**src/rf_params.svh**
```systemverilog
`ifndef RF_PARAMS_SVH
`define RF_PARAMS_SVH

// Number of physical registers held by every bank of the register file
`define RF_NUM_REGS 64

// Width of one data word on the datapath
`define RF_XLEN 32

// Width of a physical register index, log2 of the register count
`define RF_IDX_W 6

`endif

```
**src/rf_pkg.sv**
```systemverilog
`default_nettype none

`include "rf_params.svh"

package rf_pkg;

    // One datapath word, as stored in the register file and produced by an ALU
    typedef logic [`RF_XLEN-1:0] word_t;

    // Physical register index used for sources and destinations
    typedef logic [`RF_IDX_W-1:0] preg_t;

    // ALU opcodes carried by an issued operation
    // Shifts take their amount from the low 5 bits of the second operand
    // SLT compares both operands as signed values and yields 1 or 0
    typedef enum logic [2:0] {
        ALU_ADD = 3'd0,
        ALU_SUB = 3'd1,
        ALU_AND = 3'd2,
        ALU_OR  = 3'd3,
        ALU_XOR = 3'd4,
        ALU_SLL = 3'd5,
        ALU_SRL = 3'd6,
        ALU_SLT = 3'd7
    } alu_op_e;

endpackage

`default_nettype wire

```
**src/issue_if.sv**
```systemverilog
`timescale 1ns/1ps
`default_nettype none

// One issued operation as it travels from the issue registers to the execute
// and writeback stages
interface issue_if import rf_pkg::*; ();

    // Qualifies the rest of the bundle for the current cycle
    logic    valid;
    alu_op_e op;
    preg_t   src1;
    preg_t   src2;
    preg_t   dest;

    // The issue stage owns every signal of the bundle
    modport issue_src (
        output valid,
        output op,
        output src1,
        output src2,
        output dest
    );

    // The ALU lane and the writeback stage only observe the operation
    modport issue_dst (
        input valid,
        input op,
        input src1,
        input src2,
        input dest
    );

endinterface

`default_nettype wire

```
**src/alu_lane.sv**
```systemverilog
`timescale 1ns/1ps
`default_nettype none

// One integer ALU lane
// The lane hands its source indices to two register file read ports and
// computes the result from the operands that come back in the same cycle
module alu_lane import rf_pkg::*; (
    issue_if.issue_dst  lane_i,

    // Operands returned by the register file, already forwarded
    input  wire word_t  opa_i,
    input  wire word_t  opb_i,

    // Source indices towards the register file read ports
    output preg_t       rs1_o,
    output preg_t       rs2_o,

    output word_t       result_o
);

    // Shift amount comes from the low 5 bits of the second operand
    logic [4:0] shamt;

    assign rs1_o = lane_i.src1;
    assign rs2_o = lane_i.src2;

    assign shamt = opb_i[4:0];

    // The result is computed whether or not the lane is valid
    // Writeback qualifies it with the lane valid bit
    always_comb begin
        case (lane_i.op)
            ALU_ADD: result_o = opa_i + opb_i;
            ALU_SUB: result_o = opa_i - opb_i;
            ALU_AND: result_o = opa_i & opb_i;
            ALU_OR:  result_o = opa_i | opb_i;
            ALU_XOR: result_o = opa_i ^ opb_i;
            ALU_SLL: result_o = opa_i << shamt;
            ALU_SRL: result_o = opa_i >> shamt;
            // Signed compare, zero-extended to a full word
            ALU_SLT: result_o = word_t'($signed(opa_i) < $signed(opb_i));
            default: result_o = '0;
        endcase
    end

endmodule

`default_nettype wire

```
**src/flat_wrapper.sv**
```systemverilog
// flat-port wrapper written by rule: the top's interface ports become plain ports
module alu_lane_flat import rf_pkg::*;
  (opa_i, opb_i, rs1_o, rs2_o, result_o, lane_i_valid, lane_i_op, lane_i_src1, lane_i_src2, lane_i_dest);
  issue_if lane_i_i ();
  input  wire word_t opa_i;
  input  wire word_t opb_i;
  output preg_t rs1_o;
  output preg_t rs2_o;
  output word_t result_o;
  input wire logic [$bits(lane_i_i.valid)-1:0] lane_i_valid;
  input wire logic [$bits(lane_i_i.op)-1:0] lane_i_op;
  input wire logic [$bits(lane_i_i.src1)-1:0] lane_i_src1;
  input wire logic [$bits(lane_i_i.src2)-1:0] lane_i_src2;
  input wire logic [$bits(lane_i_i.dest)-1:0] lane_i_dest;
  assign lane_i_i.valid = lane_i_valid;
  assign lane_i_i.op = lane_i_op;
  assign lane_i_i.src1 = lane_i_src1;
  assign lane_i_i.src2 = lane_i_src2;
  assign lane_i_i.dest = lane_i_dest;
  alu_lane u_core (.lane_i(lane_i_i), .opa_i(opa_i), .opb_i(opb_i), .rs1_o(rs1_o), .rs2_o(rs2_o), .result_o(result_o));
endmodule
```
**config.mk**
```make
export PLATFORM = sky130hd
export DESIGN_NAME = alu_lane_flat
export DESIGN_NICKNAME = d
export VERILOG_FILES = /design/src/rf_pkg.sv /design/src/issue_if.sv /design/src/alu_lane.sv /design/src/flat_wrapper.sv
export VERILOG_INCLUDE_DIRS = /design/src /design/src/src
export SDC_FILE = /design/constraint.sdc
export NUM_CORES = 1
export LEC_CHECK = 0
export BUFFER_PORTS_ARGS = -buffer_cell sky130_fd_sc_hd__buf_4
export CAP_MARGIN = 20
export CORE_ASPECT_RATIO = 0.6
export CORE_UTILIZATION = 60
export DETAILED_ROUTE_END_ITERATION = 6
export PLACE_DENSITY = 0.82
export SLEW_MARGIN = 0
export SYNTH_ARGS = -nofsm -noshare
export SYNTH_HDL_FRONTEND = slang
export SYNTH_SLANG_ARGS = --single-unit
```
**constraint.sdc**
```tcl
create_clock -name vclk -period 8.45
set_input_delay 0.4225 -clock vclk [all_inputs]
set_output_delay 0.4225 -clock vclk [all_outputs]
set_load 0.03 [all_outputs]
```
==> results.toml <==
[grt]
grt_pass1_wl_um = 56700
grt_max_degree = 76
antenna_found_initial = 0
track_usage = 0.522
grt_pass1_vias = 9439
grt-ovfl-total = 0

[finish]
regArea_um2 = 0
multiInputGateArea_mm2 = 0.00737
clkbuf_count = 0
n_sequential_cell = 0
layout.cells.most_common_list = "nor2_1 (147), a21oi_1 (128), buf_4 (112)"
area.growth.synth_to_final_pct = 6.14
num_antenna_cells = 0
nFillCells = 1207
final_nets = 1432
final_common_cell = "nor2_1"
drive_gt1_frac = 0.140
fin_util = 0.668

[detailed_routing]
viasPerCell = 7.66
vias = 10800
drcViolationCount = 7
antenna_left = 0
drt_first_pass_iters = 7
drt_iter0_drc = 2119
wl_um = 38300
wl_per_cell_um = 27.1

[flow_run]
maxCapViolCount = 0

[timing]
setup_violations = 0
rsz0062_at_grt = "false"
worst_pin_slew_ns = 1.07
slew_violations = 0
period_share = 0.661
whs_ns = 0.845
slew_headroom = 0.287
fin_crit_ns = 5.58
tns_ns = 0
max_clock_freq_mhz = 179
hold_violations = 0

[setup_path]
cp-start-kind = "input port"
critical_path_class = "input port to output pin"
cp.arrival_ns = 5.16
cpMostUsedCell = "buf_4"
crit_path_end_kind = "output pin"
cp_slowest_cell = "a2111oi_0"
slowest_delay_ns = 0.79
path_cells = "buf_4 -> inv_1 -> buf_4 -> ha_1 -> nor3_1 -> o21ai_0 -> a211oi_1 -> nor2_1 -> o41ai_1 -> or3_1 -> a31oi_1 -> a2111oi_0 -> nand2_1 -> buf_4"
cp.required_ns = 8.03
critPathMaxFanout = 75

[min_path]
hold_class = "input port to output pin"
whs_path_depth = 0

[place]
dp_hpwl_um = 29900
gp_congestion = 1.10
port_buffers = 99

[power]
cell_internal_pwr_uw = 256
pwr-share-comb = 1.000
power_frac_seq = 0
swShare = 0.660
peakVddDrop_mv = 0.0501
clkPwrFrac = 0
powerDensity_mw_per_mm2 = 85.4
p_leak_uw = 0.00393
power_switching_uw = 496

[synthesis]
syn_nets = 1429
synth_top_area_share = 0.146
synth_fa_ha_area_frac = 0.151
yosys.area.top_type = "ha_1"
synth.avg_cell_area_um2 = 6.67
synth_top_family_by_area = "compound AO/OA/AOI/OAI gates"
syn_inst = 1244
synthSimpleGateAreaFrac = 0.190
ys_seq_area_frac = 0
synth_compound_area_frac = 0.386
synth.cell_area_mm2 = 0.00829
yosys-top-cells-area = "ha_1 (15%), a21oi_1 (7.7%), mux4_2 (7.1%)"
synth_cell_types = 82
yosys.area_share.xor_xnor = 0.0222
synth.area.mux_share = 0.139
synth_warnings = 0

[floorplanning]
core_mm2 = 0.0132
die_w_um = 154
io_pins = 130
start_util = 0.629
die_area_mm2 = 0.0143
rows = 32
die_h_um = 93.1

[clock_tree]
ctsResizeCount = 0
post-cts-setup-buffers = 0
cts_hold_buf = 0

[outcome]
outcome = "complete, but fails checks"
failed_checks = "design-rule violations"
## per-stage QoR
step	worst slack [ns]	area, um^2	power (uW)	cells
3_5_place_dp	3.41	8800	701	1415
5_1_grt	2.85	8800	779	1415
4_1_cts	3.39	8800	705	1415
6_report	2.87	8800	751	1415
3_3_place_gp	3.52	8800	695	1415
2_1_floorplan	4.03	8290	482	1244
## worst max-delay path, delay by kind of cell
family	cells	cell delay, ns
fa+ha+maj	1	0.44
buf+inv	4	1.13
simple gates	4	0.80
compound gates	5	2.28
## power groups by stage
stage | clock [uW] | sequential [uW] | combinational (uW)
6_report | 0 | 0 | 751
5_1_grt | 0 | 0 | 779
4_1_cts | 0 | 0 | 705
3_5_place_dp | 0 | 0 | 701
3_3_place_gp | 0 | 0 | 695
2_1_floorplan | 0 | 0 | 482
## per-layer routing
layer  share of wire  GRT usage
met1            0.39      0.748
met2            0.35      0.649
met3            0.22      0.282
met4           0.034      0.114
met5          0.0026     0.0549
## cell type report
cell class,instances,area share
inverters,100,0.0426
multi-input cells,1033,0.838
well taps,170,0.0242
repair buffers,112,0.0955
## cells by family after synthesis
logic type,count (synthesis)
XOR/XNOR,21
multiplexers,81
AO/OA/AOI/OAI,480
buffers and inverters,211
adder cells (fa/ha/maj),99
AND/OR/NAND/NOR,352
## final timing paths
kind,startpoint,endpoint
worst max-delay path,opb_i[3],result_o[14]
worst min-delay path,lane_i_src1[1],rs1_o[1]
## Yosys cell counts (9+ instances only)
cell      number
a221oi_1      15
o21bai_1      10
a31oi_1       13
a22oi_1       30
nor3_1        24
buf_2         22
nand3_1       22
o21ai_0       72
ha_1          97
mux4_2        26
a21o_1        20
nand2b_1      13
nor2_1       148
buf_4         20
buf_1         18
a21oi_1      128
o22ai_1       31
o21ai_1       17
clkbuf_1      47
o221ai_1      14
o31ai_1       13
nor4_1         9
nand2_1       91
xnor2_1       18
o211ai_1      11
a211oi_1      28
mux2i_1       44
inv_1         95
(Power assumes the default switching activity.)
