==> src/rf_params.svh <==
`ifndef RF_PARAMS_SVH
`define RF_PARAMS_SVH

// Number of physical registers held by every bank of the register file
`define RF_NUM_REGS 64

// Width of one data word on the datapath
`define RF_XLEN 32

// Width of a physical register index, log2 of the register count
`define RF_IDX_W 6

`endif

==> src/rf_pkg.sv <==
`default_nettype none

`include "rf_params.svh"

package rf_pkg;

    // One datapath word, as stored in the register file and produced by an ALU
    typedef logic [`RF_XLEN-1:0] word_t;

    // Physical register index used for sources and destinations
    typedef logic [`RF_IDX_W-1:0] preg_t;

    // ALU opcodes carried by an issued operation
    // Shifts take their amount from the low 5 bits of the second operand
    // SLT compares both operands as signed values and yields 1 or 0
    typedef enum logic [2:0] {
        ALU_ADD = 3'd0,
        ALU_SUB = 3'd1,
        ALU_AND = 3'd2,
        ALU_OR  = 3'd3,
        ALU_XOR = 3'd4,
        ALU_SLL = 3'd5,
        ALU_SRL = 3'd6,
        ALU_SLT = 3'd7
    } alu_op_e;

endpackage

`default_nettype wire

==> src/issue_if.sv <==
`timescale 1ns/1ps
`default_nettype none

// One issued operation as it travels from the issue registers to the execute
// and writeback stages
interface issue_if import rf_pkg::*; ();

    // Qualifies the rest of the bundle for the current cycle
    logic    valid;
    alu_op_e op;
    preg_t   src1;
    preg_t   src2;
    preg_t   dest;

    // The issue stage owns every signal of the bundle
    modport issue_src (
        output valid,
        output op,
        output src1,
        output src2,
        output dest
    );

    // The ALU lane and the writeback stage only observe the operation
    modport issue_dst (
        input valid,
        input op,
        input src1,
        input src2,
        input dest
    );

endinterface

`default_nettype wire

==> src/issue_stage.sv <==
`timescale 1ns/1ps
`default_nettype none

// Input side of the execution slice
// Both issue lanes are captured on every rising edge and presented to the
// ALU lanes for exactly one cycle
module issue_stage import rf_pkg::*; (
    input  wire logic    clk_i,
    input  wire logic    rst_n_i,

    // Lane 0 operation from the scheduler
    input  wire logic    l0_valid_i,
    input  wire alu_op_e l0_op_i,
    input  wire preg_t   l0_src1_i,
    input  wire preg_t   l0_src2_i,
    input  wire preg_t   l0_dest_i,

    // Lane 1 operation from the scheduler
    input  wire logic    l1_valid_i,
    input  wire alu_op_e l1_op_i,
    input  wire preg_t   l1_src1_i,
    input  wire preg_t   l1_src2_i,
    input  wire preg_t   l1_dest_i,

    issue_if.issue_src   lane0_o,
    issue_if.issue_src   lane1_o
);

    // Valid bits are the only control state here
    // A new operation replaces the old one each cycle, so there is no hold path
    always_ff @(posedge clk_i) begin
        if (!rst_n_i) begin
            lane0_o.valid <= 1'b0;
            lane1_o.valid <= 1'b0;
        end else begin
            lane0_o.valid <= l0_valid_i;
            lane1_o.valid <= l1_valid_i;
        end
    end

    // Operation fields are only loaded for a valid operation
    // An idle lane keeps its last fields, which nobody looks at while valid is low
    always_ff @(posedge clk_i) begin
        if (l0_valid_i) begin
            lane0_o.op   <= l0_op_i;
            lane0_o.src1 <= l0_src1_i;
            lane0_o.src2 <= l0_src2_i;
            lane0_o.dest <= l0_dest_i;
        end
        if (l1_valid_i) begin
            lane1_o.op   <= l1_op_i;
            lane1_o.src1 <= l1_src1_i;
            lane1_o.src2 <= l1_src2_i;
            lane1_o.dest <= l1_dest_i;
        end
    end

    // Two results landing on one register in the same writeback cycle would
    // collide on write ports 0 and 1 two edges later
    a_dual_issue_dest_distinct : assert property (
        @(posedge clk_i) disable iff (!rst_n_i)
        (l0_valid_i && l1_valid_i) |-> (l0_dest_i != l1_dest_i)
    );

    // Lane 1 executes alongside lane 0, so it cannot consume lane 0's result
    // from the same issue group; forwarding only covers the group before
    a_no_intra_group_dependence : assert property (
        @(posedge clk_i) disable iff (!rst_n_i)
        (l0_valid_i && l1_valid_i) |->
            ((l1_src1_i != l0_dest_i) && (l1_src2_i != l0_dest_i))
    );

endmodule

`default_nettype wire

==> src/flat_wrapper.sv <==
// flat-port wrapper written by rule: the top's interface ports become plain ports
module issue_stage_flat import rf_pkg::*;
  (clk_i, rst_n_i, l0_valid_i, l0_op_i, l0_src1_i, l0_src2_i, l0_dest_i, l1_valid_i, l1_op_i, l1_src1_i, l1_src2_i, l1_dest_i, lane0_o_valid, lane0_o_op, lane0_o_src1, lane0_o_src2, lane0_o_dest, lane1_o_valid, lane1_o_op, lane1_o_src1, lane1_o_src2, lane1_o_dest);
  issue_if lane0_o_i ();
  issue_if lane1_o_i ();
  input  wire logic clk_i;
  input  wire logic rst_n_i;
  input  wire logic l0_valid_i;
  input  wire alu_op_e l0_op_i;
  input  wire preg_t l0_src1_i;
  input  wire preg_t l0_src2_i;
  input  wire preg_t l0_dest_i;
  input  wire logic l1_valid_i;
  input  wire alu_op_e l1_op_i;
  input  wire preg_t l1_src1_i;
  input  wire preg_t l1_src2_i;
  input  wire preg_t l1_dest_i;
  output wire logic [$bits(lane0_o_i.valid)-1:0] lane0_o_valid;
  output wire logic [$bits(lane0_o_i.op)-1:0] lane0_o_op;
  output wire logic [$bits(lane0_o_i.src1)-1:0] lane0_o_src1;
  output wire logic [$bits(lane0_o_i.src2)-1:0] lane0_o_src2;
  output wire logic [$bits(lane0_o_i.dest)-1:0] lane0_o_dest;
  output wire logic [$bits(lane1_o_i.valid)-1:0] lane1_o_valid;
  output wire logic [$bits(lane1_o_i.op)-1:0] lane1_o_op;
  output wire logic [$bits(lane1_o_i.src1)-1:0] lane1_o_src1;
  output wire logic [$bits(lane1_o_i.src2)-1:0] lane1_o_src2;
  output wire logic [$bits(lane1_o_i.dest)-1:0] lane1_o_dest;
  assign lane0_o_valid = lane0_o_i.valid;
  assign lane0_o_op = lane0_o_i.op;
  assign lane0_o_src1 = lane0_o_i.src1;
  assign lane0_o_src2 = lane0_o_i.src2;
  assign lane0_o_dest = lane0_o_i.dest;
  assign lane1_o_valid = lane1_o_i.valid;
  assign lane1_o_op = lane1_o_i.op;
  assign lane1_o_src1 = lane1_o_i.src1;
  assign lane1_o_src2 = lane1_o_i.src2;
  assign lane1_o_dest = lane1_o_i.dest;
  issue_stage u_core (.clk_i(clk_i), .rst_n_i(rst_n_i), .l0_valid_i(l0_valid_i), .l0_op_i(l0_op_i), .l0_src1_i(l0_src1_i), .l0_src2_i(l0_src2_i), .l0_dest_i(l0_dest_i), .l1_valid_i(l1_valid_i), .l1_op_i(l1_op_i), .l1_src1_i(l1_src1_i), .l1_src2_i(l1_src2_i), .l1_dest_i(l1_dest_i), .lane0_o(lane0_o_i), .lane1_o(lane1_o_i));
endmodule
==> config.mk <==
export PLATFORM = sky130hd
export DESIGN_NAME = issue_stage_flat
export DESIGN_NICKNAME = d
export VERILOG_FILES = /design/src/rf_pkg.sv /design/src/issue_if.sv /design/src/issue_stage.sv /design/src/flat_wrapper.sv
export VERILOG_INCLUDE_DIRS = /design/src /design/src/src
export SDC_FILE = /design/constraint.sdc
export NUM_CORES = 1
export LEC_CHECK = 0
export BUFFER_PORTS_ARGS = -buffer_cell sky130_fd_sc_hd__buf_4
export CAP_MARGIN = 20
export CORE_UTILIZATION = 40
export DETAILED_ROUTE_END_ITERATION = 12
export MAX_ROUTING_LAYER = met4
export PLACE_DENSITY = 0.81
export SLEW_MARGIN = 40
export SYNTH_ARGS = -nofsm -noshare
export SYNTH_HDL_FRONTEND = slang
export SYNTH_SLANG_ARGS = --single-unit
==> constraint.sdc <==
create_clock -name clk_i -period 0.8 [get_ports clk_i]
set_input_delay 0.2 -clock clk_i [delete_from_list [all_inputs] [get_ports clk_i]]
set_output_delay 0.2 -clock clk_i [all_outputs]
set_load 0.01 [all_outputs]
==> summary.txt, run 1 <==
Outcome
  – Outcome: complete, but fails checks
  – Failing checks: negative setup slack

Global routing
  – Number of global-route vias before repair: 834
  – Pin count of the biggest net entering global routing: 23
  – Global-route wire length before repair: 3539 um
  – Global Route Usage Sum: 15.00%
  – Total gr overflow: 0
  – Initial antenna violation count: 0

Yosys
  – Synth Cell Area: 1314 um^2
  – Top cells by area, synth: edfxtp_1, dfxtp_1, and2_1
  – Most frequent cell after synthesis: edfxtp_1
  – Ys Warns: 0
  – Leading area contributor after synthesis: edfxtp_1
  – Yosys top cell area share: 96.00%
  – Syn_nets: 92
  – Top_reg_cell synth: edfxtp_1
  – Mapped Cells: 46
  – Avg Cell Area, Syn: 28.56 um^2
  – Yosys cell types: 3
  – Top cells by count, synth: edfxtp_1, and2_1, dfxtp_1
  – #FFs+latches synth: 44
  – Sequential cell area fraction in the yosys report: 99.05%
  – Number of enable flip-flop cells after synthesis: 42
  – Fraction of registers with async set/reset: 0%

Floorplan
  – Row count: 20
  – Io pins: 90
  – Initial Util: 42.68%
  – Die Ht: 59.31 um
  – Die Area: 3518 um^2
  – Die width: 59.31 um
  – Core Footprint: 3078 um^2

CTS
  – CTS root buf: clkbuf_4
  – CTS sink cnt: 44
  – Clk slew on worst S/H paths: 0.12 ns
  – CTS H-tree lvls: 2
  – CTS tree: yes
  – CTS Buffer Depth: 2
  – CTS buffer count: 5
  – Cts hold-fix bufs: 0
  – Post-CTS Setup Bufs: 0

Drt
  – Via count: 821
  – Vias per cell: 4.390
  – First drt pass iteration count: 4
  – Detailed-route wire length per cell: 14.57 um
  – Drt total wl: 2724 um
  – Iteration-0 DRC count of the detailed router: 13
  – Remaining antenna violation count after routing: 0
  – DRC: 0

Layout
  – Fill cell count: 209
  – Number of diodes: 0
  – Final Util: 73.05%
  – Final Net Count: 188
  – Area of the multi-input gates: 12.51 um^2
  – Synth-to-Final Area Change: 71.14%
  – Layout cells sized above 1: 67.83%
  – Reg area: 1304 um^2

Setup path
  – WP data arrival: 0.90 ns
  – Worst-path maximum fanout: 1
  – CP Cell Sequence: buf_6
  – Kind of critical path: reg2out
  – WP depth: 1
  – CP Launch Type: flop
  – CP top delay family: flip-flops
  – Worst endpoint required time: 0.60 ns
  – Slowest cell delay on critical path: 0.43 ns
  – Critical Path End Type: output port
  – CP max stage cell: edfxtp_1
  – Crit path buffers/inverters: 1

Timing
  – Hold WS: 0.02649 ns
  – Slew @ Worst Pin: 0.2627 ns
  – RSZ-0062 raised after global routing: yes
  – Slew Viols, Final: 0
  – Setup-failing EPs final: 44
  – Part of the cycle the worst path needs: 137.7%
  – Max Fclk: 0.9077 GHz
  – Fin. Hold Viols: 0
  – Crit path time final: 1.102 ns
  – Setup TNS Final: -11.66 ns
  – Post-route worst setup slack: -0.3017 ns
  – Slew HR: 82.49%

Power and ir drop
  – Seq pwr share: 62.2%
  – Clk network pwr share: 23.2%
  – Combinational share of power: 14.6%
  – Sw frac: 20.41%
  – Internal power: 0.003586 W
  – PD cells: 2004 nW/um^2
  – IR drop worst, VDD: 1663 uV
  – Leak: 0.9437 nW
  – Psw: 0.0009195 W

Job
  – Max-capacitance violation count: 0

Worst hold path
  – Hold/Removal Path Class: in2reg
  – Hold path cells: 1

Placed design
  – Placer congestion estimate: 0.6882
  – Port bufs: 89
## cell type report
class,instances,share of cell area [%]
sequential,44,57.99
timing repair buffer,89,36.39
clock buffer,8,2.615
tap,44,2.449
multi-input combinational,2,0.5565
## registers in the layout (all words and copies together), names as in the netlist
name	count
u_core.lane0_o.dest	6
u_core.lane0_o.src1	6
u_core.lane0_o.src2	6
u_core.lane1_o.dest	6
u_core.lane1_o.src1	6
u_core.lane1_o.src2	6
u_core.lane0_o.op	3
u_core.lane1_o.op	3
u_core.lane0_o.valid	1
u_core.lane1_o.valid	1
## cell families (layout without fill, tap and decap cells)
| family | after synthesis | count (layout) | synth area share [%] |
|---|---|---|---|
| buffers and inverters | 0 | 97 | 0 |
| flip-flops | 44 | 44 | 99.05 |
| AND/OR/NAND/NOR | 2 | 2 | 0.9522 |
## routing by layer
metal  wire length, um  global-route usage (%)  vias up  share of wire, %
met3               406                   9.389        3                15
met4                24                   4.082        0              0.88
met2              1386                   24.24       75                51
li1                  -                       -      373                 -
met5                 0                       -        -                 0
met1               907                   15.03      370                33
## power by group through the flow
stage,combinational [W],sequential (W),clock [W]
2_1_floorplan,0.00000321,0.00292,0
3_3_place_gp,0.000554,0.00282,0
3_5_place_dp,0.000568,0.00282,0
4_1_cts,0.000627,0.00279,0.00109
5_1_grt,0.000695,0.00282,0.00116
6_report,0.000656,0.00280,0.00105
## placed cells by master (no fill, tap or decap)
cell type	synthesis	routed
dfxtp_2	0	2
and2_1	2	2
edfxtp_1	42	42
clkbuf_4	0	5
clkbuf_1	0	2
buf_6	0	40
clkbuf_8	0	1
buf_4	0	49
## metrics by stage
stage                     std cells  area (um^2)  power (W)  setup WS [ns]
after floorplan                  46         1314   0.002920         0.2062
after global placement          179         2037   0.003372        0.03005
after detailed placement        179         2037   0.003388       0.005419
after CTS                       187         2193   0.004505        -0.3214
after global routing            187         2248   0.004680        -0.3499
final                           187         2248   0.004505        -0.3017
## path summary, 6_finish.rpt
| kind | from | end |
|---|---|---|
| hold / removal | l1_dest_i[1] | u_core.lane1_o.dest[1]$_DFFE_PP_ |
| setup / recovery | u_core.lane0_o.dest[3]$_DFFE_PP_ | lane0_o_dest[3] |
## repair_timing
item | in CTS | in global routing
endpoints found under the setup margin | 44 | 44
gates cloned | 0 | 0
gates resized for setup | 26 | 16
No activity file was read; power rests on OpenSTA's default activity.
==> inputs of run 2 (changes only) <==
- ABC_CLOCK_PERIOD_IN_PS: not set -> 1000
- CORE_UTILIZATION: 40 -> 36
- PLACE_DENSITY: 0.81 -> 0.77
- clock period: 0.8 -> 1 ns (I/O delays scaled with it)
==> run 2 against run 1 <==
Effect of this change:
- the run still ends with negative setup slack left
- worst hold slack better by 0.060 ns
- count of clock-buffer cells in the layout is 1 lower
- wire length is 14% lower
- total power is 20% lower
- design area is 0.11% lower
- die area is 11% higher
- cell count is 0.53% higher
==> summary.txt, run 2 (same netlist as run 1, synthesis figures left out) <==
Setup path
  – Worst endpoint required time: 0.75 ns (was 0.60 ns)
  – CP max stage cell: edfxtp_1 (unchanged)
  – Critical Path End Type: output port (unchanged)
  – Kind of critical path: reg2out (unchanged)
  – CP Cell Sequence: buf_6 (unchanged)
  – Worst-path maximum fanout: 1 (unchanged)
  – WP depth: 1 (unchanged)
  – Slowest cell delay on critical path: 0.41 ns (was 0.43 ns)
  – WP data arrival: 0.88 ns (was 0.90 ns)
  – CP top delay family: flip-flops (unchanged)
  – Crit path buffers/inverters: 1 (unchanged)
  – CP Launch Type: flop (unchanged)

Power and ir drop
  – PD cells: 1611 nW/um^2 (was 2004 nW/um^2)
  – Leak: 0.9448 nW (was 0.9437 nW)
  – IR drop worst, VDD: 1085 uV (was 1663 uV)

Outcome
  – Outcome: complete, but fails checks (unchanged)
  – Failing checks: negative setup slack (unchanged)

Worst hold path
  – Hold_sp: l1_op_i[2] (was l1_dest_i[1])
  – Hold Path Sink: u_core.lane1_o.op[2]$_DFFE_PP_ (was u_core.lane1_o.dest[1]$_DFFE_PP_)
  – Hold/Removal Path Class: in2reg (unchanged)
  – Hold path cells: 1 (unchanged)

Layout
  – Fill cell count: 239 (was 209)
  – Number of diodes: 0 (unchanged)
  – Layout cells sized above 1: 69.01% (was 67.83%)
  – Final Net Count: 188 (unchanged)
  – Commonest non-fill, non-tap cell in the layout: buf_4 (unchanged)
  – Most frequent cells in the layout: buf_4, edfxtp_1, buf_6 (unchanged)
  – Synth-to-Final Area Change: 70.95% (was 71.14%)
  – Non-Filler Instances: 188 (was 187)

Global routing
  – Global-route wire length before repair: 3857 um (was 3539 um)
  – Pin count of the biggest net entering global routing: 23 (unchanged)
  – Initial antenna violation count: 0 (unchanged)
  – Global Route Usage Sum: 13.80% (was 15.00%)
  – Total gr overflow: 0 (unchanged)
  – Number of global-route vias before repair: 807 (was 834)

Timing
  – Setup-failing EPs final: 44 (unchanged)
  – Slew HR: 82.76% (was 82.49%)
  – Crit path time final: 1.130 ns
  – Post-route worst setup slack: -0.1304 ns (was -0.3017 ns)
  – Slew @ Worst Pin: 0.2585 ns (was 0.2627 ns)
  – Slew Viols, Final: 0 (unchanged)
  – Fin. Hold Viols: 0 (unchanged)
  – RSZ-0062 raised after global routing: yes (unchanged)
  – Max Fclk: 0.8846 GHz
  – Part of the cycle the worst path needs: 113.0%

Drt
  – Via count: 795 (was 821)
  – Drt total wl: 2352 um (was 2724 um)
  – Vias per cell: 4.229 (was 4.390)
  – Remaining antenna violation count after routing: 0 (unchanged)
  – DRC: 0 (unchanged)
  – Iteration-0 DRC count of the detailed router: 23 (was 13)
  – Detailed-route wire length per cell: 12.51 um (was 14.57 um)
  – First drt pass iteration count: 3 (was 4)

Floorplan
  – Die Area: 3895 um^2 (was 3518 um^2)
  – Die Ht: 62.41 um (was 59.31 um)
  – Die width: 62.41 um (was 59.31 um)
  – Row count: 21 (was 20)
  – Core Footprint: 3416 um^2 (was 3078 um^2)
  – Initial Util: 38.46% (was 42.68%)
  – Io pins: 90 (unchanged)

Placed design
  – Placer congestion estimate: 0.7348 (was 0.6882)
  – Placed cell count: 181 (was 179)
  – Port bufs: 89 (unchanged)
  – Dpl ws: 0.1616 ns (was 0.005419 ns)

Job
  – Max-capacitance violation count: 0 (unchanged)

CTS
  – Clk slew on worst S/H paths: 0.11 ns (was 0.12 ns)
  – CTS root buf: clkbuf_4 (unchanged)
  – Post-CTS Setup Bufs: 0 (unchanged)
  – CTS H-tree lvls: 2 (unchanged)
  – CTS tree: yes (unchanged)
  – CTS sink cnt: 44 (unchanged)
  – CTS Buffer Depth: 2 (unchanged)
  – CTS buffer count: 5 (unchanged)
## run 2: cell count changes in the layout (fill, tap and decap cells not counted)
cell and change:
buf_6 -3, clkbuf_1 -2, clkbuf_8 +1, buf_4 +3
## run 2: what timing repair did
| item | in CTS | in global routing |
|---|---|---|
| setup endpoints to repair | 44 | 44 |
| resized for setup | 22 | 17 |
| hold buffers | 0 | 0 |
## run 2: through the flow
stage	hold slack, ns	total power [W]	util [%]	area, um^2	setup TNS [ns]
final	0.08653	0.003617	65.75	2246	-4.611
after global routing	0.05492	0.003765	65.75	2246	-6.868
after CTS	0.06091	0.003632	63.96	2185	-5.870
after detailed placement	0.4294	0.002707	59.71	2039	0
after global placement	0.4282	0.002696	59.71	2039	0
after floorplan	0.3489	0.002336	-	1314	0
## run 2: layout make-up
type                       instances  area, um^2  share of cell area [%]
sequential                        44        1304                   58.05
timing repair buffer              89       807.0                   35.93
clock buffer                       7       65.06                   2.897
tap                               46       57.56                   2.563
multi-input combinational          2       12.51                  0.5571
## run 2: layer usage
layer	vias up	global-route usage (%)	wire length (um)
li1	371	-	-
met2	68	22.15	1178
met5	-	-	0
met3	4	6.387	271
met1	352	15.25	877
met4	0	4.360	25
## run 2: report_power, final
group,internal [W],switching [W],total [W]
registers,0.00218,0.0000607,0.00224
logic,0.000338,0.000173,0.000511
clock network,0.000399,0.000469,0.000869
## run 2: worst max path at each step
stage,startpoint,to,slack [ns]
CTS,u_core.lane1_o.dest[4]$_DFFE_PP_,lane1_o_dest[4],-0.16
finish,u_core.lane1_o.dest[3]$_DFFE_PP_,lane1_o_dest[3],-0.13
global placement,l0_valid_i,u_core.lane0_o.src1[1]$_DFFE_PP_,0.18
detailed placement,l0_valid_i,u_core.lane0_o.dest[0]$_DFFE_PP_,0.16
global route,u_core.lane1_o.src1[2]$_DFFE_PP_,lane1_o_src1[2],-0.18
floorplan,u_core.lane0_o.dest[0]$_DFFE_PP_,lane0_o_dest[0],0.36
