### config.mk
export PLATFORM = sky130hd
export DESIGN_NAME = writeback_stage_flat
export DESIGN_NICKNAME = d
export VERILOG_FILES = /design/src/rf_pkg.sv /design/src/issue_if.sv /design/src/writeback_stage.sv /design/src/flat_wrapper.sv
export VERILOG_INCLUDE_DIRS = /design/src /design/src/src
export SDC_FILE = /design/constraint.sdc
export NUM_CORES = 1
export LEC_CHECK = 0
export BUFFER_PORTS_ARGS = -buffer_cell sky130_fd_sc_hd__buf_2
export CAP_MARGIN = 20
export CORE_MARGIN = 1
export CORE_UTILIZATION = 38
export DETAILED_ROUTE_END_ITERATION = 10
export PLACE_DENSITY = 0.81
export SYNTH_ARGS = -nofsm -noshare
export SYNTH_HDL_FRONTEND = slang
export SYNTH_SLANG_ARGS = --single-unit
### constraint.sdc
create_clock -name clk_i -period 0.8 [get_ports clk_i]
set_input_delay 0.16 -clock clk_i [delete_from_list [all_inputs] [get_ports clk_i]]
set_output_delay 0.16 -clock clk_i [all_outputs]
set_load 0.05 [all_outputs]
### src/rf_params.svh
`ifndef RF_PARAMS_SVH
`define RF_PARAMS_SVH

// Number of physical registers held by every bank of the register file
`define RF_NUM_REGS 64

// Width of one data word on the datapath
`define RF_XLEN 32

// Width of a physical register index, log2 of the register count
`define RF_IDX_W 6

`endif

### src/rf_pkg.sv
`default_nettype none

`include "rf_params.svh"

package rf_pkg;

    // One datapath word, as stored in the register file and produced by an ALU
    typedef logic [`RF_XLEN-1:0] word_t;

    // Physical register index used for sources and destinations
    typedef logic [`RF_IDX_W-1:0] preg_t;

    // ALU opcodes carried by an issued operation
    // Shifts take their amount from the low 5 bits of the second operand
    // SLT compares both operands as signed values and yields 1 or 0
    typedef enum logic [2:0] {
        ALU_ADD = 3'd0,
        ALU_SUB = 3'd1,
        ALU_AND = 3'd2,
        ALU_OR  = 3'd3,
        ALU_XOR = 3'd4,
        ALU_SLL = 3'd5,
        ALU_SRL = 3'd6,
        ALU_SLT = 3'd7
    } alu_op_e;

endpackage

`default_nettype wire

### src/issue_if.sv
`timescale 1ns/1ps
`default_nettype none

// One issued operation as it travels from the issue registers to the execute
// and writeback stages
interface issue_if import rf_pkg::*; ();

    // Qualifies the rest of the bundle for the current cycle
    logic    valid;
    alu_op_e op;
    preg_t   src1;
    preg_t   src2;
    preg_t   dest;

    // The issue stage owns every signal of the bundle
    modport issue_src (
        output valid,
        output op,
        output src1,
        output src2,
        output dest
    );

    // The ALU lane and the writeback stage only observe the operation
    modport issue_dst (
        input valid,
        input op,
        input src1,
        input src2,
        input dest
    );

endinterface

`default_nettype wire

### src/writeback_stage.sv
`timescale 1ns/1ps
`default_nettype none

// Output side of the execution slice
// Both lane results are registered here, and the registers drive write ports
// 0 and 1 of the register file as well as the result outputs of the core
module writeback_stage import rf_pkg::*; (
    input  wire logic   clk_i,
    input  wire logic   rst_n_i,

    // The operations that produced this cycle's results
    issue_if.issue_dst  lane0_i,
    issue_if.issue_dst  lane1_i,

    // Combinational results from the ALU lanes
    input  wire word_t  res0_i,
    input  wire word_t  res1_i,

    output logic        wb0_we_o,
    output preg_t       wb0_dest_o,
    output word_t       wb0_data_o,

    output logic        wb1_we_o,
    output preg_t       wb1_dest_o,
    output word_t       wb1_data_o
);

    // Write enables double as result valids, so they are the reset state
    always_ff @(posedge clk_i) begin
        if (!rst_n_i) begin
            wb0_we_o <= 1'b0;
            wb1_we_o <= 1'b0;
        end else begin
            wb0_we_o <= lane0_i.valid;
            wb1_we_o <= lane1_i.valid;
        end
    end

    // Destination and data are captured only for a valid operation
    // With no back-pressure each result is held for exactly one cycle, during
    // which the register file also forwards it to all read ports
    always_ff @(posedge clk_i) begin
        if (lane0_i.valid) begin
            wb0_dest_o <= lane0_i.dest;
            wb0_data_o <= res0_i;
        end
        if (lane1_i.valid) begin
            wb1_dest_o <= lane1_i.dest;
            wb1_data_o <= res1_i;
        end
    end

endmodule

`default_nettype wire

### src/flat_wrapper.sv
// flat-port wrapper written by rule: the top's interface ports become plain ports
module writeback_stage_flat import rf_pkg::*;
  (clk_i, rst_n_i, res0_i, res1_i, wb0_we_o, wb0_dest_o, wb0_data_o, wb1_we_o, wb1_dest_o, wb1_data_o, lane0_i_valid, lane0_i_op, lane0_i_src1, lane0_i_src2, lane0_i_dest, lane1_i_valid, lane1_i_op, lane1_i_src1, lane1_i_src2, lane1_i_dest);
  issue_if lane0_i_i ();
  issue_if lane1_i_i ();
  input  wire logic clk_i;
  input  wire logic rst_n_i;
  input  wire word_t res0_i;
  input  wire word_t res1_i;
  output logic wb0_we_o;
  output preg_t wb0_dest_o;
  output word_t wb0_data_o;
  output logic wb1_we_o;
  output preg_t wb1_dest_o;
  output word_t wb1_data_o;
  input wire logic [$bits(lane0_i_i.valid)-1:0] lane0_i_valid;
  input wire logic [$bits(lane0_i_i.op)-1:0] lane0_i_op;
  input wire logic [$bits(lane0_i_i.src1)-1:0] lane0_i_src1;
  input wire logic [$bits(lane0_i_i.src2)-1:0] lane0_i_src2;
  input wire logic [$bits(lane0_i_i.dest)-1:0] lane0_i_dest;
  input wire logic [$bits(lane1_i_i.valid)-1:0] lane1_i_valid;
  input wire logic [$bits(lane1_i_i.op)-1:0] lane1_i_op;
  input wire logic [$bits(lane1_i_i.src1)-1:0] lane1_i_src1;
  input wire logic [$bits(lane1_i_i.src2)-1:0] lane1_i_src2;
  input wire logic [$bits(lane1_i_i.dest)-1:0] lane1_i_dest;
  assign lane0_i_i.valid = lane0_i_valid;
  assign lane0_i_i.op = lane0_i_op;
  assign lane0_i_i.src1 = lane0_i_src1;
  assign lane0_i_i.src2 = lane0_i_src2;
  assign lane0_i_i.dest = lane0_i_dest;
  assign lane1_i_i.valid = lane1_i_valid;
  assign lane1_i_i.op = lane1_i_op;
  assign lane1_i_i.src1 = lane1_i_src1;
  assign lane1_i_i.src2 = lane1_i_src2;
  assign lane1_i_i.dest = lane1_i_dest;
  writeback_stage u_core (.clk_i(clk_i), .rst_n_i(rst_n_i), .lane0_i(lane0_i_i), .lane1_i(lane1_i_i), .res0_i(res0_i), .res1_i(res1_i), .wb0_we_o(wb0_we_o), .wb0_dest_o(wb0_dest_o), .wb0_data_o(wb0_data_o), .wb1_we_o(wb1_we_o), .wb1_dest_o(wb1_dest_o), .wb1_data_o(wb1_data_o));
endmodule
==> results of run 1 <==
## where the power goes
group	internal, W	switching (W)
logic	0.000962	0.00142
registers	0.00485	0.000157
clock network	0.00119	0.00124
total	0.00700	0.00282
## sequential cells by signal, indices dropped and copies added (netlist names)
signal / count
u_core.wb0_we_o: 1
u_core.wb1_data_o: 32
u_core.wb0_dest_o: 6
u_core.wb1_we_o: 1
u_core.wb0_data_o: 32
u_core.wb1_dest_o: 6
## worst max path at each step
stage	start	to	slack [ns]
6_report	u_core.wb0_dest_o[2]	wb0_dest_o[2]	-0.29
5_1_grt	u_core.wb0_data_o[30]	wb0_data_o[30]	-0.32
4_1_cts	u_core.wb1_data_o[10]	wb1_data_o[10]	-0.29
3_5_place_dp	lane1_i_valid	u_core.wb1_data_o[19]	0.01
3_3_place_gp	lane1_i_valid	u_core.wb1_data_o[17]	0.02
2_1_floorplan	u_core.wb0_data_o[0]	wb0_data_o[0]	0.04
## per-stage QoR
step	TNS (ns)	cell area, um2	setup WS [ns]
6_report	-19.08	4630	-0.290
5_1_grt	-21.62	4630	-0.321
4_1_cts	-20.47	4620	-0.292
3_5_place_dp	0	3280	0.0133
3_3_place_gp	0	3280	0.0219
2_1_floorplan	0	2330	0.0394
## repair_timing
| item | in CTS | in global routing |
|---|---|---|
| gates resized for setup | 159 | 1 |
| hold buffers | 68 | 1 |
| endpoints found under the hold margin | 68 | 1 |
| buffers inserted | 0 | 0 |
| endpoints found under the setup margin | 78 | 78 |
## cells in the mapped netlist, drive strengths merged
cell type	instances	area, um2
and2	2	12.5
dfxtp	2	40.0
edfxtp	76	2280
## metal layers
layer	share of wire, %	up-vias	track usage, %
met5	0	-	0
met4	2.2	0	10.4
met3	11	14	8.18
met2	51	123	36.4
met1	36	805	21.1
li1	-	800	-
## cells by family (layout without fill, tap and decap cells)
kind of cell  count (synthesis)  in the layout  synth area share, %
flops                        78             78                 99.5
simple gates                  2              2                0.536
buf+inv                       0            245                    0
## area by class of cell
class                      instances  area share [%]
timing repair buffer             230            44.1
sequential                        78            50.2
tap                               75            2.03
multi-input combinational          2           0.270
clock buffer                      13            3.22
clock inverter                     2           0.216
==> impl_summary.md, run 1 <==
Timing
The relative slew slack is between 80% and 90%. The final critical path time including I/O delays and setup is 1.09 ns. The worst hold-check slack is between 0.006 and 0.007 ns. Setup slack on the critical path of the routed design comes to -0.290 ns. The portion of the clock cycle consumed by the worst path in the final layout is 136%. Setup repair after global routing could not meet its margin everywhere.

The number of hold-slack violations in the final timing report is 0. The count of final setup violators is just under 80. The number of slew-limit violations in the final report is 0. The top achievable clock speed is slightly above 0.9 GHz. The slew at the pin with the worst max-slew slack is approximately 0.15 ns.

Floorplanning
From bottom edge to top edge, the die measures ~80 um. The number of rows in the core area is 28. Measured along the x axis, the die boundary spans 80.4 um. The die area is 0.00646 mm2. about 190 I/O pins were placed. Once the floorplan was initialized, standard cells occupied 39.4% of the core. After floorplanning, the core was sized to cover slightly below 0.006 mm2.

Clock tree
The cell sitting at the root of the clock tree is a sky130_fd_sc_hd__clkbuf_8. The CTS tree is built. In this run the number of H-tree levels came out at 3. After clock tree synthesis, the clock-pin slew on the worst setup and hold paths is around 0.070 ns. The number of clock buffers added by TritonCTS is 9. For this design, the sink count on the clock tree is 78. No sink is reached through more buffers than the 2 on the longest clock path.

Hold path
The worst hold path begins at res0_i[9]. The path class of the tightest hold or removal check is in2reg. The end point of the worst hold path is u_core.wb0_data_o[9]. The number of cells on the worst hold path is 1.

Detailed routing
The via density per instance is between 4 and 5. Dividing the detail-routed wire length by the instance count gives 16.3 um. The detailed-route DRC error count is 0. The residual antenna-violating net count after detailed routing is 0. For this block, the via count after detailed routing is roughly 1700. For this block, the routed nets add up to 6.53 mm of wire.

After the first detailed-routing iteration, the DRC count stood at 99. Before antenna repair, the detailed router went through 4 iterations.

Place
The wire-length estimate of the detail-placed layout is approximately 3.4 mm. The port buffer count is 157. Routability-driven placement finished with a final weighted congestion of 0.684.

Including well taps, the total number of placed cells is 316.

Power
The worst IR drop on VDD is between 1.5 and 2 mV. The overall power is 0.00982 W. The power per standard cell area is 2120 mW/mm2. The analysis attributes to cell leakage a power of slightly below 2 nW.

Global route
The via count of the first global-routing pass is 1851. The remaining global-route overflow is 0. Global routing consumed, over all layers together, approximately 21% of the routing resources. The largest net degree at the start of global routing is 30. The initial antenna violation count was 0. The wire length of the first global-routing pass is between 9 and 10 mm.

Final layout
The footprint of the flip-flops and latches is 0.00232 mm2. Counting the fill cells in the layout gives a little over 300. The filler-free cell count of the finished design is 400. The net count reported at finish is about 430.

Cells fill between 70 and 80% of the core in the end. The area used by multi-input combinational logic is roughly 13 um2. The repair_antennas step left the layout with diodes totalling 0.

Leaving out fill and tap cells, the most frequent cell in the layout is sky130_fd_sc_hd__buf_2. The signed area change from the synthesized netlist to the final layout is 98.3%. Leaving out fill and tap cells, the most frequent cells in the layout are sky130_fd_sc_hd__buf_2 (79), sky130_fd_sc_hd__buf_6 (76), sky130_fd_sc_hd__edfxtp_1 (76). The layout cell share with drive strength beyond 1 is 53.8%.

Setup path
The slowest stage of the critical path belongs to the cell sky130_fd_sc_hd__edfxtp_1. The number of buffers and inverters on the critical path is 1. The worst setup path is of the reg2out kind. STA classifies the critical path endpoint as a primary output. The maximum single-stage delay on the critical path is about 0.42 ns.

The arrival time at the worst endpoint is roughly 0.93 ns. Grouping stages by cell kind, the critical path spends the most delay in flip-flops. The required time reported for the critical path endpoint is between 0.6 and 0.7 ns. In this run the worst path has a maximum fanout of 1.

The element type at the critical path start is a flip-flop. Traced cell by cell, the critical path runs through buf_6. The number of gates on the worst path with buffers counted is 1.

Status
The flow ran to the end, but the final reports show violations. The checks that failed: setup timing.

Yosys
The Yosys step of the flow raised 0 warnings. Synthesis instantiated 3 different standard cells from the library. The synthesized instance count is 80. The mapped netlist covers about 0.0023 mm2.

Summing the sequential cell areas from Yosys gives between 90 and 100% of the chip area. The register bit count reported by yosys is 78. The post-synthesis area per instance is 29.2 um2. Counting every net in the synthesized netlist gives 190.

Flow run
The number of maximum-capacitance violations is 0.
Power figures use the tool's default switching activity.
==> run 2: changes to the inputs <==
--- a/config.mk
+++ b/config.mk
@@ -6,6 +6,7 @@
 export SDC_FILE = /design/constraint.sdc
 export NUM_CORES = 1
 export LEC_CHECK = 0
+export ABC_AREA = 1
 export BUFFER_PORTS_ARGS = -buffer_cell sky130_fd_sc_hd__buf_2
 export CAP_MARGIN = 20
 export CORE_MARGIN = 1
==> run 2 against run 1 <==
The flow still finishes with violations (setup timing). Clock-buffer cell count fell by 3. Clock power rose by 69%. Critical path type unchanged. First-iteration DRC count rose by 38%. Wire length rose by 13%. Hold slack improved by 0.0057 ns. Via count rose by 6.4%. Non-clock buffer count rose by 10. Global-route usage rose by 2.5 points. Maximum frequency fell by 2.0%. Core utilization rose by 3.8 points. Sequential share of layout area fell by 2.4 points.
==> impl_summary.md, run 2 <==
Timing
The number of slew-limit violations in the final report came to 0. The top achievable clock speed is between 0.8 and 0.9 GHz. The number of hold-slack violations in the final timing report is 0. In this run the tightest slew margin relative to its limit is 91.2%. Setup violations remaining at the end of the flow were counted as about 80.

Setup repair after global routing could not meet its margin everywhere. Across all setup checks in the final design, the least slack found is -0.312 ns. The worst hold-check slack is 0.0120 ns. For the finished layout, the period the worst path requires is ~1.1 ns. The worst path uses 139% of the clock period. For the pin with the worst max-slew slack, the measured transition is roughly 0.13 ns.

Clock tree
TritonCTS built the clock tree. The clock edge transition at the registers on the reported setup and hold paths is approximately 0.08 ns. The setup fix buffers added after clock tree synthesis is 0. The count of clock tree sinks is 78. The root buffer cell chosen for the clock tree is sky130_fd_sc_hd__clkbuf_8.

The number of CTS-inserted buffers is 9. The H-tree was split into 3 levels. The clock passes through at most 2 buffers.

Detailed routing
The iteration-0 DRC count of the detailed router is 137. The total number of vias is approximately 1900. After detailed routing, the number of vias per cell comes to 4.49. The average detailed-routed wire length per instance is 17.9 um. The number of iterations in the first detailed-routing pass is 4.

The residual antenna-violating net count after detailed routing is 0. In the routed design, unresolved DRC markers number 0. The total wire length is 7.38 mm.

Yosys
After synthesis, the share of cell area in mux cells is 0%. After synthesis, the share of flip-flops with an asynchronous set or reset is 0%. The dominant register cell in the synthesized netlist is sky130_fd_sc_hd__edfxtp_1.

Counting distinct cell types in the post-synthesis netlist gives 4. The area fraction in and, or, nand and nor cells after synthesis is less than 1%. The leading cell type by number of instances after synthesis is sky130_fd_sc_hd__edfxtp_1. The synthesized netlist devotes 0% of its cell area to adder and majority cells. The number of nets in the synthesized netlist is 192. The commonest cells after synthesis are sky130_fd_sc_hd__edfxtp_1 (76), sky130_fd_sc_hd__dfxtp_1 (2), sky130_fd_sc_hd__inv_1 (2), sky130_fd_sc_hd__nand2_1 (2). The mapped cell area is 0.00234 mm2. The synthesized-area fraction occupied by ao, oa, aoi and oai cells is 0%. Summing the areas of all xor and xnor instances in the mapped netlist gives 0% of the synthesized area. The portion of synthesized cell area occupied by the leading cell type is a little over nine tenths. The post-synthesis sequential area ratio is about 99%. By area the synthesized netlist is led by sky130_fd_sc_hd__edfxtp_1 (98%), sky130_fd_sc_hd__dfxtp_1 (1.7%), sky130_fd_sc_hd__inv_1 (0.32%), sky130_fd_sc_hd__nand2_1 (0.32%). The library cell occupying the most area in the post-synthesis netlist is sky130_fd_sc_hd__edfxtp_1. In the synthesized netlist, the number of instances is between 80 and 90.

After synthesis, the largest family of logic cells by area is buffers and inverters. The synthesized design contains 76 enable-type register cells. The number of warnings reported in the yosys synthesis log is 0. The post-synthesis area per instance is roughly 29 um2. The register bit count reported by yosys is 78.

Setup path
The arrival time at the worst endpoint is about 0.95 ns. The critical path goes through buf_6. The maximum fanout count along the critical path is 1.

The worst setup path is launched from a flip-flop. STA puts the critical path data required time at between 0.6 and 0.7 ns. The maximum single-stage delay on the critical path is between 0.4 and 0.5 ns. The number of buffer and inverter stages on the critical path is 1. The largest delay contributor family on the critical path is flip-flops. The cell type of the slowest stage on the worst timing path is sky130_fd_sc_hd__edfxtp_1. The worst setup path category is reg2out. STA classifies the critical path endpoint as a primary output.

Final layout
In the final layout, the registers with the most flip-flops are u_core.wb0_data_o (32), u_core.wb1_data_o (32). The filler-free cell count of the finished design is around 410. In the final layout, the share of cells above drive strength 1 is a little over half. The net count reported at finish is between 400 and 500. Leaving out fill and tap cells, the most frequent cell in the layout is sky130_fd_sc_hd__buf_2. The number of antenna diodes in the final layout is 0. Once layout is done, the placed cells without fillers occupy around 0.005 mm2. From synthesis to final layout, the design area changed by 108%. Leaving out fill and tap cells, the most frequent cells in the layout are sky130_fd_sc_hd__buf_2 (79), sky130_fd_sc_hd__dlygate4sd3_1 (76), sky130_fd_sc_hd__buf_6 (76), sky130_fd_sc_hd__edfxtp_1 (76), sky130_fd_sc_hd__clkbuf_8 (9).

Flow run
The tool flagged a number of max-cap violations equal to 0.

Status
The flow ran to the end, but the final reports show violations. The checks that failed: setup timing.

Place
In this run the tool buffered the top-level ports with ~160 buffer cells. The placed instance count is around 320. After detailed placement, the total cell area comes to 0.00332 mm2. Summed over all nets, the half-perimeter wirelength after detailed placement is approximately 3.9 mm. The routability congestion estimate from global placement is roughly 0.62.

Global route
Entering global routing, the biggest net connects 25 pins. The global routing's busiest layer is met2. The met3 routing resource usage after global routing is 6.48%. After global routing the overflow that remains totals 0.

The initial antenna violation count is 0. For this run, global-route usage on met2 was measured as between 40% and 50%. The wire length of the first global-routing pass is between 10 and 15 mm. The global-route track usage on met1 is 23.4%. Global routing used a little under a quarter of the available tracks across all layers. The via count of the first global-routing pass is 1921.

Floorplanning
The core footprint is just under 0.006 mm2. The initial core utilization is around two fifths. After floorplanning, the core was divided into 28 placement rows. From bottom edge to top edge, the die measures 80.4 um. The count of boundary I/O pins is approximately 190. The die covers 0.00647 mm2. The overall die width is roughly 80 um.

Power
The overall power is between 0.01 and 0.015 W. The power per standard cell area is between 2000 and 2500 mW/mm2. For this design the static power due to leakage is roughly 2.1 nW. The worst IR drop on VDD is between 1 and 1.5 mV.

Hold path
The class of the tightest hold or removal check is in2reg.
[run 2: cell types whose count changed after synthesis, sizes merged]
cell | previous run | this run
and2 | 2 | 0
nand2 | 0 | 2
inv | 0 | 2
[run 2: final cells by class]
cell class / instances / area (um2)
clock buffers: 10 / 128
repair buffers: 240 / 2140
well taps: 75 / 93.8
flip-flops and latches: 78 / 2320
inverters: 2 / 7.51
clock inverters: 6 / 159
multi-input cells: 2 / 7.51
fillers: 300 / 1060
[run 2: repair_timing]
action,4_1_cts,5_1_grt
endpoints found under the hold margin,77,0
hold buffers,76,0
setup endpoints to repair,78,78
pin swaps,0,0
resized for setup,157,0
cloned,0,0
[run 2: final timing paths]
check                             start                   end  cells past startpoint
setup / recovery  u_core.wb1_data_o[12]        wb1_data_o[12]                      1
hold / removal                res0_i[9]  u_core.wb0_data_o[9]                      1
[run 2: cells by family (layout without fill, tap and decap cells)]
| family | after synthesis | after routing |
|---|---|---|
| flip-flops | 78 | 78 |
| AND/OR/NAND/NOR | 2 | 2 |
| buffers and inverters | 2 | 258 |
[run 2: where the power goes]
part | total, W | switching [W] | leakage [nW] | internal (W)
Sequential | 0.00502 | 0.000171 | 0.761 | 0.00484
Clock | 0.00410 | 0.00139 | 0.141 | 0.00271
Combinational | 0.00246 | 0.00146 | 1.17 | 0.000998
Total | 0.0116 | 0.00302 | 2.07 | 0.00855
[run 2: through the flow]
step	setup TNS [ns]	setup slack, ns	util [%]
after floorplan	0	0.0394	-
after global placement	-0.176	-0.00812	56.1
after detailed placement	-0.313	-0.0116	56.1
after CTS	-21.26	-0.314	82.0
after global routing	-22.76	-0.331	82.0
final	-20.49	-0.312	82.0
[run 2: layer usage]
layer / part of all wire, % / vias up
met5: 0 / -
met4: 2.1 / 0
met3: 8.8 / 12
met2: 54 / 118
met1: 35 / 897
li1: - / 826
